--- src/source/opcode_pkg.sv ---
// opcode block encodings and system state bits

package opcode_pkg;

    //////////////////////////////////////////////////////////////////////
    // frame opcodes, bits 7:1 of the second header byte
    //////////////////////////////////////////////////////////////////////
    typedef enum logic [6:0] {
        OPC_NULL  = 7'd0,   // terminates the block
        OPC_FREQ  = 7'd2,   // frequency word, 4 bytes
        OPC_POWER = 7'd3,   // power word, 4 bytes
        OPC_PULSE = 7'd5,   // pulse word, 8 bytes
        OPC_BIAS  = 7'd6,   // bias word, 2 bytes
        OPC_ECHO  = 7'd12   // byte block, complemented back to host
    } opcode_e;

    //////////////////////////////////////////////////////////////////////
    // block end status
    //////////////////////////////////////////////////////////////////////
    typedef enum logic [7:0] {
        ST_SUCCESS             = 8'd0,
        ST_ERR_INVALID_OPCODE  = 8'd1,
        ST_ERR_PATTERN_RUNNING = 8'd2,   // byte block refused while pattern runs
        ST_ERR_RSP_FIFO_FULL   = 8'd3    // echo hit a full response fifo
    } status_e;

    // overall system state, pattern busy etc
    typedef logic [15:0] sys_state_t;

    localparam int SYS_PTN_BUSY_BIT = 0;   // pattern engine running

endpackage

--- src/source/sink_pkg.sv ---
// word types for the opcode fifo and the sink fifos

package sink_pkg;

    typedef logic [7:0]  opc_byte_t;     // one opcode fifo byte
    typedef logic [8:0]  frame_len_t;    // payload length, msb from header byte 2
    typedef logic [63:0] arg_word_t;     // gathered integer argument, lsb first

    // sink fifo widths
    typedef logic [31:0] freq_word_t;    // frequency
    typedef logic [31:0] power_word_t;   // power
    typedef logic [63:0] pulse_word_t;   // pulse
    typedef logic [15:0] bias_word_t;    // bias

    typedef logic [31:0] counter_t;      // opcode counter at default width

endpackage

--- src/source/opcode_cmd_if.sv ---
`timescale 1ns/1ps

// decoded frames from the parser to the sink writer
interface opcode_cmd_if import opcode_pkg::*, sink_pkg::*; ();

    logic      cmd_valid;    // integer frame complete
    opcode_e   cmd_opcode;
    arg_word_t cmd_arg;

    logic      echo_valid;   // one echo payload byte
    opc_byte_t echo_byte;
    logic      echo_last;    // echo frame done, response ready follows

    logic      end_valid;    // block finished
    status_e   end_status;

    logic      abort;        // writer saw a full response fifo

    modport parser (
        output cmd_valid, cmd_opcode, cmd_arg,
        output echo_valid, echo_byte, echo_last,
        output end_valid, end_status,
        input  abort
    );

    modport writer (
        input  cmd_valid, cmd_opcode, cmd_arg,
        input  echo_valid, echo_byte, echo_last,
        input  end_valid, end_status,
        output abort
    );

endinterface

--- src/source/opcode_byte_fetch.sv ---
`timescale 1ns/1ps

// one read pulse per requested byte
// req -> rd_en -> valid, 2 cycles
module opcode_byte_fetch import sink_pkg::*; (
    input  logic      clk,
    input  logic      rst,
    input  logic      byte_req_i,     // parser wants one byte
    input  opc_byte_t opc_data_i,     // fifo data, valid the cycle after rd_en
    output logic      opc_rd_en_o,
    output logic      byte_valid_o,
    output opc_byte_t byte_data_o
);

    always_ff @(posedge clk) begin
        if (rst) begin
            opc_rd_en_o  <= 1'b0;
            byte_valid_o <= 1'b0;
        end else begin
            opc_rd_en_o  <= byte_req_i;    // single pulse per request
            byte_valid_o <= opc_rd_en_o;   // fifo output settles one cycle later
        end
    end

    // fifo holds the read word on its output in the valid cycle
    assign byte_data_o = opc_data_i;

    // one byte outstanding, no request until the last one lands
    a_one_outstanding: assert property (
        @(posedge clk) disable iff (rst)
        byte_req_i |=> !byte_req_i [*2]
    );

endmodule

--- src/source/opcode_frame_parser.sv ---
`timescale 1ns/1ps

// frame fsm that walks length lo, length hi with opcode and the payload
module opcode_frame_parser import opcode_pkg::*, sink_pkg::*; (
    input  logic       clk,
    input  logic       rst,
    input  logic       opc_empty_i,
    input  sys_state_t sys_state_i,
    output logic       byte_req_o,
    input  logic       byte_valid_i,
    input  opc_byte_t  byte_data_i,
    output logic       busy_o,
    opcode_cmd_if.parser cmd
);

    typedef enum logic [2:0] {
        IDLE,
        LEN_LO,
        LEN_HI,
        PAYLOAD,
        DISPATCH     // frame strobes out for one cycle
    } parse_state_e;

    parse_state_e state_q, state_d;

    opc_byte_t  len_lo_q;   // first header byte
    frame_len_t len_q;      // payload bytes
    frame_len_t idx_q;      // payload bytes taken so far
    opcode_e    opc_q;
    arg_word_t  arg_q;
    logic       pend_q;     // read in flight
    logic       busy_q;

    //////////////////////////////////////////////////////////////////////
    // header decode and frame end
    //////////////////////////////////////////////////////////////////////
    opcode_e    hdr_opc;
    frame_len_t hdr_len;
    logic       hdr_end;       // null or echo under pattern busy
    opcode_e    frame_opc;
    logic       frame_is_int;
    logic       frame_known;
    logic       fin;           // last byte of a frame at this edge
    logic       free_d;        // no read outstanding after this edge
    logic       req_d;

    assign hdr_opc = opcode_e'(byte_data_i[7:1]);
    assign hdr_len = {byte_data_i[0], len_lo_q};
    assign hdr_end = (hdr_opc == OPC_NULL) ||
                     (hdr_opc == OPC_ECHO && sys_state_i[SYS_PTN_BUSY_BIT]);

    // zero length frames end on the header byte
    assign frame_opc    = (state_q == LEN_HI) ? hdr_opc : opc_q;
    assign frame_is_int = frame_opc inside {OPC_FREQ, OPC_POWER, OPC_PULSE, OPC_BIAS};
    assign frame_known  = frame_is_int || (frame_opc == OPC_ECHO);

    assign fin = byte_valid_i &&
                 ((state_q == LEN_HI && !hdr_end && hdr_len == '0) ||
                  (state_q == PAYLOAD && idx_q == len_q - 1'b1));

    assign free_d = !byte_req_o && (!pend_q || byte_valid_i);
    assign req_d  = free_d && !opc_empty_i && (state_d inside {LEN_LO, LEN_HI, PAYLOAD});

    always_comb begin
        state_d = state_q;
        case (state_q)
            IDLE:     if (!opc_empty_i && free_d) state_d = LEN_LO;   // stale byte drains first
            LEN_LO:   if (byte_valid_i) state_d = LEN_HI;
            LEN_HI:   if (byte_valid_i) state_d = hdr_end ? IDLE : PAYLOAD;
            DISPATCH: state_d = LEN_LO;
            default:  state_d = state_q;
        endcase
        if (fin)
            state_d = frame_known ? DISPATCH : IDLE;   // unknown ends after its payload
        if (cmd.abort)
            state_d = IDLE;
    end

    //////////////////////////////////////////////////////////////////////
    // control and strobes
    //////////////////////////////////////////////////////////////////////
    always_ff @(posedge clk) begin
        cmd.cmd_valid  <= 1'b0;   // all strobes single cycle
        cmd.echo_valid <= 1'b0;
        cmd.echo_last  <= 1'b0;
        cmd.end_valid  <= 1'b0;
        if (rst) begin
            state_q    <= IDLE;
            byte_req_o <= 1'b0;
            pend_q     <= 1'b0;
            busy_q     <= 1'b0;
        end else begin
            state_q    <= state_d;
            byte_req_o <= req_d;
            pend_q     <= (pend_q || byte_req_o) && !byte_valid_i;

            // busy spans the whole block
            if (byte_req_o)
                busy_q <= 1'b1;
            if (cmd.end_valid || cmd.abort)
                busy_q <= 1'b0;

            if (state_q == LEN_HI && byte_valid_i && hdr_end) begin
                cmd.end_valid <= 1'b1;
                if (hdr_opc == OPC_NULL)
                    cmd.end_status <= ST_SUCCESS;
                else
                    cmd.end_status <= ST_ERR_PATTERN_RUNNING;
            end
            if (fin && frame_is_int)
                cmd.cmd_valid <= 1'b1;
            if (fin && !frame_known) begin
                cmd.end_valid  <= 1'b1;
                cmd.end_status <= ST_ERR_INVALID_OPCODE;
            end
            if (state_q == PAYLOAD && byte_valid_i && opc_q == OPC_ECHO)
                cmd.echo_valid <= 1'b1;
            if (state_q == DISPATCH && opc_q == OPC_ECHO)
                cmd.echo_last <= 1'b1;   // trails the last response write
        end
    end

    // header and payload capture
    always_ff @(posedge clk) begin
        if (byte_valid_i) begin
            case (state_q)
                LEN_LO: len_lo_q <= byte_data_i;
                LEN_HI: begin
                    len_q <= hdr_len;
                    opc_q <= hdr_opc;
                    idx_q <= '0;
                    arg_q <= '0;
                end
                PAYLOAD: begin
                    idx_q         <= idx_q + 1'b1;
                    cmd.echo_byte <= byte_data_i;
                    if (idx_q[8:3] == '0)   // beyond 8 bytes read and dropped
                        arg_q[{idx_q[2:0], 3'b000} +: 8] <= byte_data_i;
                end
                default: ;
            endcase
        end
    end

    assign cmd.cmd_opcode = opc_q;
    assign cmd.cmd_arg    = arg_q;
    assign busy_o         = busy_q;

    a_cmd_end_excl: assert property (
        @(posedge clk) disable iff (rst)
        !(cmd.cmd_valid && cmd.end_valid)
    );

endmodule

--- src/source/opcode_sink_writer.sv ---
`timescale 1ns/1ps

// sink words, write strobes, echo response, counter and status
module opcode_sink_writer import opcode_pkg::*, sink_pkg::*; #(
    parameter int COUNTER_W = 32
) (
    input  logic                 clk,
    input  logic                 rst,
    opcode_cmd_if.writer         cmd,
    input  logic                 response_full_i,
    output freq_word_t           frequency_o,
    output logic                 frq_wr_en_o,
    output power_word_t          power_o,
    output logic                 pwr_wr_en_o,
    output pulse_word_t          pulse_o,
    output logic                 pulse_wr_en_o,
    output bias_word_t           bias_o,
    output logic                 bias_wr_en_o,
    output opc_byte_t            response_o,
    output logic                 response_wr_en_o,
    output logic                 response_ready_o,
    output logic [COUNTER_W-1:0] opcode_counter_o,
    output status_e              status_o
);

    logic echo_ok;    // echo byte fits in the response fifo
    logic echo_full;  // echo byte meets a full fifo

    assign echo_ok   = cmd.echo_valid && !response_full_i;
    assign echo_full = cmd.echo_valid && response_full_i;

    //////////////////////////////////////////////////////////////////////
    // strobes, counter, status
    //////////////////////////////////////////////////////////////////////
    always_ff @(posedge clk) begin
        if (rst) begin
            frq_wr_en_o      <= 1'b0;
            pwr_wr_en_o      <= 1'b0;
            pulse_wr_en_o    <= 1'b0;
            bias_wr_en_o     <= 1'b0;
            response_wr_en_o <= 1'b0;
            response_ready_o <= 1'b0;
            cmd.abort        <= 1'b0;
            opcode_counter_o <= '0;
            status_o         <= ST_SUCCESS;
        end else begin
            frq_wr_en_o   <= cmd.cmd_valid && (cmd.cmd_opcode == OPC_FREQ);
            pwr_wr_en_o   <= cmd.cmd_valid && (cmd.cmd_opcode == OPC_POWER);
            pulse_wr_en_o <= cmd.cmd_valid && (cmd.cmd_opcode == OPC_PULSE);
            bias_wr_en_o  <= cmd.cmd_valid && (cmd.cmd_opcode == OPC_BIAS);

            if (cmd.cmd_valid)
                opcode_counter_o <= opcode_counter_o + 1'b1;   // one per sink word

            response_wr_en_o <= echo_ok;
            cmd.abort        <= echo_full;
            // no ready pulse once the echo was cut short
            response_ready_o <= cmd.echo_last && !cmd.abort;

            if (echo_full)
                status_o <= ST_ERR_RSP_FIFO_FULL;
            else if (cmd.end_valid)
                status_o <= cmd.end_status;
        end
    end

    // payload registers, qualified by the strobes above
    always_ff @(posedge clk) begin
        if (cmd.cmd_valid) begin
            case (cmd.cmd_opcode)
                OPC_FREQ:  frequency_o <= freq_word_t'(cmd.cmd_arg);   // low bytes only
                OPC_POWER: power_o     <= power_word_t'(cmd.cmd_arg);
                OPC_PULSE: pulse_o     <= pulse_word_t'(cmd.cmd_arg);
                OPC_BIAS:  bias_o      <= bias_word_t'(cmd.cmd_arg);
                default: ;
            endcase
        end
        if (echo_ok)
            response_o <= ~cmd.echo_byte;   // complement for the echo test
    end

    // parser sends one frame at a time, so writes never overlap
    a_one_write: assert property (
        @(posedge clk) disable iff (rst)
        $onehot0({frq_wr_en_o, pwr_wr_en_o, pulse_wr_en_o, bias_wr_en_o, response_wr_en_o})
    );

endmodule

--- src/source/opcode_engine.sv ---
`timescale 1ns/1ps

// opcode engine top: byte fetch, frame parser, sink writer
module opcode_engine import opcode_pkg::*, sink_pkg::*; #(
    parameter int COUNTER_W = 32
) (
    input  logic                 clk,
    input  logic                 rst,

    // opcode fifo
    input  opc_byte_t            opc_data_i,
    input  logic                 opc_empty_i,
    output logic                 opc_rd_en_o,

    input  sys_state_t           sys_state_i,

    // sink fifos
    output freq_word_t           frequency_o,
    output logic                 frq_wr_en_o,
    output power_word_t          power_o,
    output logic                 pwr_wr_en_o,
    output pulse_word_t          pulse_o,
    output logic                 pulse_wr_en_o,
    output bias_word_t           bias_o,
    output logic                 bias_wr_en_o,

    // response fifo
    output opc_byte_t            response_o,
    output logic                 response_wr_en_o,
    input  logic                 response_full_i,
    output logic                 response_ready_o,

    // block result
    output logic [COUNTER_W-1:0] opcode_counter_o,
    output status_e              status_o,
    output logic                 busy_o
);

    logic      byte_req;
    logic      byte_valid;
    opc_byte_t byte_data;

    opcode_cmd_if i_cmd ();

    //////////////////////////////////////////////////////////////////////
    // fetch -> parser -> writer
    //////////////////////////////////////////////////////////////////////
    opcode_byte_fetch i_fetch (
        .clk          (clk),
        .rst          (rst),
        .byte_req_i   (byte_req),
        .opc_data_i   (opc_data_i),
        .opc_rd_en_o  (opc_rd_en_o),
        .byte_valid_o (byte_valid),
        .byte_data_o  (byte_data)
    );

    opcode_frame_parser i_parser (
        .clk          (clk),
        .rst          (rst),
        .opc_empty_i  (opc_empty_i),
        .sys_state_i  (sys_state_i),
        .byte_req_o   (byte_req),
        .byte_valid_i (byte_valid),
        .byte_data_i  (byte_data),
        .busy_o       (busy_o),      // block busy straight out
        .cmd          (i_cmd.parser)
    );

    opcode_sink_writer #(
        .COUNTER_W (COUNTER_W)
    ) i_writer (
        .clk              (clk),
        .rst              (rst),
        .cmd              (i_cmd.writer),
        .response_full_i  (response_full_i),
        .frequency_o      (frequency_o),
        .frq_wr_en_o      (frq_wr_en_o),
        .power_o          (power_o),
        .pwr_wr_en_o      (pwr_wr_en_o),
        .pulse_o          (pulse_o),
        .pulse_wr_en_o    (pulse_wr_en_o),
        .bias_o           (bias_o),
        .bias_wr_en_o     (bias_wr_en_o),
        .response_o       (response_o),
        .response_wr_en_o (response_wr_en_o),
        .response_ready_o (response_ready_o),
        .opcode_counter_o (opcode_counter_o),
        .status_o         (status_o)
    );

endmodule

--- config.mk ---
export PLATFORM = sky130hd
export DESIGN_NAME = opcode_engine
export DESIGN_NICKNAME = d
export VERILOG_FILES = /design/src/source/opcode_pkg.sv /design/src/source/sink_pkg.sv /design/src/source/opcode_cmd_if.sv /design/src/source/opcode_byte_fetch.sv /design/src/source/opcode_frame_parser.sv /design/src/source/opcode_sink_writer.sv /design/src/source/opcode_engine.sv
export SDC_FILE = /design/constraint.sdc
export NUM_CORES = 1
export LEC_CHECK = 0
export ABC_AREA = 1
export BUFFER_PORTS_ARGS = -buffer_cell sky130_fd_sc_hd__buf_4
export CAP_MARGIN = 0
export CORE_MARGIN = 2
export CORE_UTILIZATION = 50
export CTS_CLUSTER_SIZE = 14
export DETAILED_ROUTE_END_ITERATION = 6
export GPL_TIMING_DRIVEN = 0
export PLACE_DENSITY_LB_ADDON = 0.08
export SLEW_MARGIN = 20
export SYNTH_ARGS = -nofsm -noshare
export SYNTH_HDL_FRONTEND = slang
export SYNTH_SLANG_ARGS = --single-unit
--- constraint.sdc ---
create_clock -name clk -period 23.5 [get_ports clk]
set_input_delay 3.525 -clock clk [delete_from_list [all_inputs] [get_ports clk]]
set_output_delay 3.525 -clock clk [all_outputs]
set_load 0.03 [all_outputs]
==> metrics.md, run 1 <==
| Metric | Value |
|---|---|
| Via count | `8571` |
| WP data arrival | `5.04 ns` |
| Worst-path maximum fanout | `6` |
| Buf/Inv on CP | `3` |
| CTS Sinks | `312` |
| H-Tree Depth | `1` |
| CP Cell Sequence | `buf_4, inv_1, nand2_1, nor2_1, nand2_1, nand2_1, inv_1, nand4_2, nand2_1, nand2_2, a21oi_1` |
| Crit path from | `opc_data_i[1]` |
| Reg-to-Reg End | `i_parser.cmd.cmd_arg[52]` |
| Setup violators final | `0` |
| Post-Route Utilization | `0.642` |
| WL final | `27.8 mm` |
| Detail Placement HPWL | `20.1 mm` |
| DRT iter0 DRCs | `600` |
| Pre-antenna DRT Iters | `5` |
| Worst Hold Launch | `i_fetch.opc_rd_en_o` |
| Hold Crit Endpoint | `i_fetch.byte_valid_o` |
| Final hold viol count | `0` |
| Final RePlAce weighted congestion | `0.882` |
| CTS resizes | `0` |
| Final period util | `0.204` |
| HP Class | `reg -> reg` |
| Most used cell, CP | `nand2_1` |
| PD cells | `70.9 nW/um2` |
| Initial Utilization | `0.508` |
| Synthesized area | `12400 um2` |
| # nets final | `1360` |
| Worst clock skew | `0.0112 ns` |
| Yosys warning count | `0` |
| P_leak | `6.13 nW` |
| Layout cells sized above 1 | `0.243` |
| Slowest cell delay on critical path | `0.21 ns` |
| Crit path time final | `4.79 ns` |
| Req. time, crit path | `23.75 ns` |
| DP Area | `14600 um2` |
| # IOs | `228` |
| Final setup margin | `18.71 ns` |
| GRT Residual Overflow | `0` |
| R2R Setup Slk | `20.01 ns` |
| Vias in the first global route | `8100` |
| Area Growth Syn to Fin | `26.2%` |
| Clock tree root driver cell | `clkbuf_16` |
| Die W | `161 um` |
| Sequential fraction of the synthesis area | `0.715` |
| Post-Place Cells | `1615` |
| Worst slew margin | `0.350` |
| Die height | `161 um` |
| VDD IR-drop max | `51.7 uV` |
| Status | `completed` |
| Mapped Cells | `1060` |
| Gr usage total | `0.210` |
| Vias/cell | `5.13` |
| CTS tree | `built` |
| Max-slew violation count | `0` |
| Dpl ws | `18.12 ns` |
| Fillers | `1931` |
| Kind of end point of the critical path | `flip-flop` |
| Worst reg2reg startpoint | `i_parser.idx_q[0]` |
| Core Box Area | `24300 um2` |
| Post-CTS Setup Bufs | `0` |
| Post-route DRC | `0` |
| Leading cell types in the layout, fill and taps excluded | `edfxtp_1 (259), buf_4 (225), nor2_1 (193)` |
| Final setup TNS | `0 ns` |
| Actual slew at the worst max-slew pin | `0.968 ns` |
| Critical path class | `in -> reg` |
| R2R depth | `9` |
| Clk pin slew, worst setup/hold paths | `0.06 ns` |
| Routed len/inst | `16.6 um` |
| Hold Path Stages | `2` |
| RSZ-0062 raised after global routing | `no` |
| Post-synth EDFFs | `259` |
| CTS max path bufs | `3` |
| First-pass GRT wire length | `43.1 mm` |
| CP top delay family | `simple AND/OR/NAND/NOR gates` |
| Initial antenna violation count | `0` |
| Setup crit start kind | `input pin` |
| Std-Cell Rows | `57` |
| Netlist cell types | `44` |
| Routed Antenna Nets | `0` |
| Fin area | `15600 um2` |
| Max_cap viols | `0` |
| Post-synthesis async set-or-reset flop share | `0` |
| Post-synth top flop | `edfxtp_1` |
| Average size of a mapped cell | `11.7 um2` |
| Diode count | `0` |
| PortBufs | `205` |
| Largest net degree at the start of global routing | `24` |
| Fin cells | `1672` |
| Cts hold-fix bufs | `0` |
| Skew-Pair Late Insertion Delay | `0.55 ns` |
| Yosys reg bits | `312` |
| Die footprint | `26000 um2` |
| TritonCTS buffer count | `31` |
| CP max stage cell | `nand2_1` |
| Max Fclk | `209 MHz` |
| Commonest non-fill, non-tap cell in the layout | `edfxtp_1` |
## stage by stage
stage	hold slack, ns	power [mW]
6_report	0.428	1.11
5_1_grt	0.443	1.14
4_1_cts	0.433	1.12
3_5_place_dp	0.413	0.621
3_3_place_gp	0.414	0.621
2_1_floorplan	0.399	0.614
## worst register-to-register path: cells and delay by family, from the launching register on
kind	cells	cell delay, ns
flops	1	0.53
buf+inv	4	1.10
simple gates	3	1.06
fa+ha+maj	2	0.56
## cell families (layout without fill, tap and decap cells)
family | Yosys count | after routing | synth area share
flip-flops | 312 | 312 | 0.715
AND/OR/NAND/NOR | 451 | 451 | 0.163
XOR/XNOR | 8 | 8 | 0.00567
adder cells (fa/ha/maj) | 8 | 8 | 0.00810
other | 1 | 6 | 0.000303
buffers and inverters | 136 | 419 | 0.0450
AO/OA/AOI/OAI | 144 | 144 | 0.0630
## cell usage after synthesis, drive strengths merged (4+ instances only)
library cell  number  area [um2]
a211oi             5        37.5
clkbuf            12        45.0
nor3              51         282
dfxtp             53        1060
nand2            133         522
xnor2              4        35.0
nor4               8        86.3
a21oi             39         206
inv              110         413
nand4             11        75.1
nand3             38         218
ha                 8         100
nor2             201         769
edfxtp           259        7780
xor2               4        35.0
o21ai             89         457
nor3b              5        37.5
buf               14        98.8
## cell type report
cell class,instances,area [um2],share of cell area
clock inverter,19,225,0.0144
buffer,26,144,0.00922
timing repair buffer,226,1760,0.113
multi-input combinational,617,3020,0.194
sequential,312,8840,0.566
clock buffer,38,802,0.0514
inverter,110,413,0.0265
tap,324,405,0.0260
## how the worst max path moves through the flow
stage,end,slack [ns],cells after the start
2_1_floorplan,i_parser.cmd.cmd_arg[0],15.24,4
3_3_place_gp,i_parser.cmd.cmd_arg[30],11.36,4
3_5_place_dp,i_parser.cmd.end_status[0],18.12,8
4_1_cts,i_parser.cmd.end_status[1],18.72,8
5_1_grt,i_parser.cmd.end_status[1],18.59,11
6_report,i_parser.cmd.end_status[0],18.71,11
## flip-flops by register name, indices dropped and copies added, names as in the netlist, 2 cells and up
signal and cells:
i_parser.cmd.cmd_arg 64, i_writer.pulse_o 64, i_writer.frequency_o 32, i_writer.opcode_counter_o 32
i_writer.power_o 32, i_writer.bias_o 16, i_parser.idx_q 9, i_parser.len_q 9
i_parser.cmd.echo_byte 8, i_parser.len_lo_q 8, i_writer.response_o 8, i_parser.cmd.cmd_opcode 7
i_parser.state_q 3, i_parser.cmd.end_status 2, i_writer.status_o 2
## report_power, final
| group | switching, mW | internal [mW] | total, mW |
|---|---|---|---|
| logic | 0.0119 | 0.00476 | 0.0167 |
| registers | 0.000964 | 0.592 | 0.593 |
| clock network | 0.200 | 0.297 | 0.497 |
## layer usage
metal	vias up	track usage	wire [um]
li1	4189	-	-
met1	4041	0.283	11800
met2	273	0.348	13400
met3	68	0.0365	1690
met4	0	0.0706	881
met5	-	0	0
(Power assumes the default switching activity.)
==> run 2, diff against run 1 <==
==> constraint.sdc (replaced) <==
create_clock -name clk -period 4.8 [get_ports clk]
set_input_delay 0.72 -clock clk [delete_from_list [all_inputs] [get_ports clk]]
set_output_delay 0.72 -clock clk [all_outputs]
set_load 0.03 [all_outputs]
==> metrics.md, run 2 (same netlist as run 1, synthesis figures left out) <==
| Metric | Value |
|---|---|
| Routed Antenna Nets | `0 (unchanged)` |
| Largest net degree at the start of global routing | `28 (+17%)` |
| PD cells | `349 nW/um2 (+390%)` |
| CP max stage cell | `nor3_1` |
| Leading cell types in the layout, fill and taps excluded | `edfxtp_1 (259), buf_4 (222), nor2_1 (193)` |
| Comb pwr share | `0.015 (about the same)` |
| Vias in the first global route | `8204 (+1.3%)` |
| DRT iter0 DRCs | `623 (+3.8%)` |
| Cts hold-fix bufs | `0 (unchanged)` |
| Status | `completed` |
| Commonest non-fill, non-tap cell in the layout | `edfxtp_1` |
| Diode count | `0 (unchanged)` |
| Seq pwr share | `0.533 (-0.003)` |
| Post-CTS Setup Bufs | `0 (unchanged)` |
| Setup crit start kind | `flip-flop` |
| Final RePlAce weighted congestion | `0.891 (+0.98%)` |
| Std-Cell Rows | `57 (unchanged)` |
| Post-route DRC | `0 (unchanged)` |
| VDD IR-drop max | `326 uV (+530%)` |
| Vias/cell | `5.16 (+0.61%)` |
| Area Growth Syn to Fin | `26.4%` |
| Hold Crit Endpoint | `i_writer.response_wr_en_o` |
| Routed len/inst | `16.9 um (+1.5%)` |
| Via count | `8618 (+0.55%)` |
| Max-slew violation count | `0 (unchanged)` |
| WP data arrival | `3.71 ns (-1.33 ns)` |
| # nets final | `1357 (-0.22%)` |
| R2R Setup Slk | `1.35 ns (-18.66 ns)` |
| Pre-antenna DRT Iters | `6 (+1)` |
| CTS max path bufs | `3 (unchanged)` |
| Max Fclk | `290 MHz` |
| First-pass GRT wire length | `43.9 mm (+1.8%)` |
| P_leak | `6.15 nW (+0.18%)` |
| Clock tree root driver cell | `clkbuf_16` |
| Final period util | `0.718` |
| Initial antenna violation count | `0 (unchanged)` |
| RSZ-0062 raised after global routing | `no` |
| Die height | `161 um (unchanged)` |
| Layout cells sized above 1 | `0.238 (-0.00502)` |
| Skew-Pair Late Insertion Delay | `0.52 ns (-0.03 ns)` |
| Sw power | `1.07 mW (+400%)` |
| Gr usage total | `0.216 (+0.00590)` |
| Die footprint | `26000 um2 (unchanged)` |
| Reg-to-Reg End | `i_parser.cmd.cmd_arg[54]` |
| HP Class | `in -> reg` |
| Clock Power Share | `0.452 (+0.003)` |
| Final hold viol count | `0 (unchanged)` |
| Worst reg2reg startpoint | `i_parser.idx_q[0]` |
| DP Area | `14600 um2 (-0.11%)` |
| CTS tree | `built` |
| TritonCTS buffer count | `34 (+9.7%)` |
| GRT Residual Overflow | `0 (unchanged)` |
| Hold Path Stages | `2 (unchanged)` |
| Post-Route Utilization | `0.643 (+0.000874)` |
| WL final | `28.2 mm (+1.5%)` |
| R2R depth | `9 (unchanged)` |
| Fin area | `15600 um2 (+0.14%)` |
| Setup violators final | `0 (unchanged)` |
| Crit path from | `i_parser.idx_q[0]` |
| Worst Hold Launch | `response_full_i` |
| CTS resizes | `0 (unchanged)` |
| CTS Sinks | `312 (unchanged)` |
| # IOs | `228 (unchanged)` |
| Max_cap viols | `0 (unchanged)` |
| Detail Placement HPWL | `20.3 mm (+0.90%)` |
| Kind of end point of the critical path | `flip-flop` |
| Clk pin slew, worst setup/hold paths | `0.06 ns (about the same)` |
| Worst clock skew | `0.0187 ns (+0.00751 ns)` |
| H-Tree Depth | `2 (+1)` |
| PortBufs | `205 (unchanged)` |
| Net Sw Frac | `0.197 (+0.00455)` |
| Worst-path maximum fanout | `11 (+5)` |
| Req. time, crit path | `5.07 ns (-18.68 ns)` |
| Core Box Area | `24300 um2 (unchanged)` |
| Slowest cell delay on critical path | `0.79 ns (+0.58 ns)` |
| Pint | `4.38 mW (+390%)` |
| Initial Utilization | `0.508 (unchanged)` |
| Actual slew at the worst max-slew pin | `0.922 ns (-0.0461 ns)` |
| Crit path time final | `3.45 ns` |
| Worst slew margin | `0.381 (+0.0310)` |
| CP Cell Sequence | `inv_1, buf_4, clkbuf_1, ha_1, ha_1, nor3_1, inv_1, nor2_1, nor2_1` |
| Critical path class | `reg -> reg` |
| Die W | `161 um (unchanged)` |
[run 2: cell types whose count changed in the layout (fill, tap and decap cells not counted), sizes merged]
cell,previous run,this run
clkinv,11,15
clkinvlp,2,1
clkbuf,50,56
bufinv,5,2
buf,240,234
inv,111,110
[run 2: layout make-up]
type / count / area, um2
Buffer: 26 / 144
Clock buffer: 44 / 910
Clock inverter: 18 / 155
Fill cell: 1952 / 8690
Inverter: 110 / 413
Multi-Input combinational cell: 617 / 3030
Sequential cell: 312 / 8840
Tap cell: 324 / 405
Timing Repair Buffer: 220 / 1730
[run 2: worst max path at each step]
stage	to	slack (ns)	depth (start not counted)
finish	i_parser.cmd.cmd_arg[54]	1.35	9
CTS	i_parser.cmd.cmd_arg[53]	1.41	9
detailed placement	i_parser.cmd.cmd_arg[50]	1.46	9
floorplan	i_writer.pulse_o[0]	0.76	4
global placement	i_writer.power_o[8]	-0.96	3
global route	i_parser.cmd.cmd_arg[52]	1.11	9
[run 2: per-stage QoR]
step | std cells | setup WS, ns | setup TNS, ns | power (mW) | hold slack (ns)
after floorplan | 1065 | 0.761 | 0 | 3.01 | 0.399
after global placement | 1594 | -0.960 | -114.76 | 3.04 | 0.414
after detailed placement | 1609 | 1.46 | 0 | 3.04 | 0.414
after CTS | 1671 | 1.41 | 0 | 5.50 | 0.380
after global routing | 1671 | 1.11 | 0 | 5.61 | 0.387
final | 1671 | 1.35 | 0 | 5.45 | 0.392
[run 2: power groups by stage]
stage	Sequential [mW]	Combinational [mW]	Clock, mW
2_1_floorplan	2.96	0.0443	0
3_3_place_gp	2.96	0.0801	0
3_5_place_dp	2.96	0.0803	0
4_1_cts	2.90	0.0808	2.52
5_1_grt	2.90	0.0884	2.62
6_report	2.90	0.0806	2.47
[run 2: critical path: cells and delay by family, from the launching register on]
kind,cells,cell delay (ns)
buffers and inverters,4,1.09
flip-flops,1,0.54
adder cells (fa/ha/maj),2,0.54
AND/OR/NAND/NOR,3,1.02
[run 2: layer usage]
layer,vias to the layer above,wire length [um],track usage
li1,4176,-,-
met1,4089,12100,0.291
met2,296,13700,0.357
met3,57,1690,0.0367
met4,0,791,0.0767
met5,-,0,0
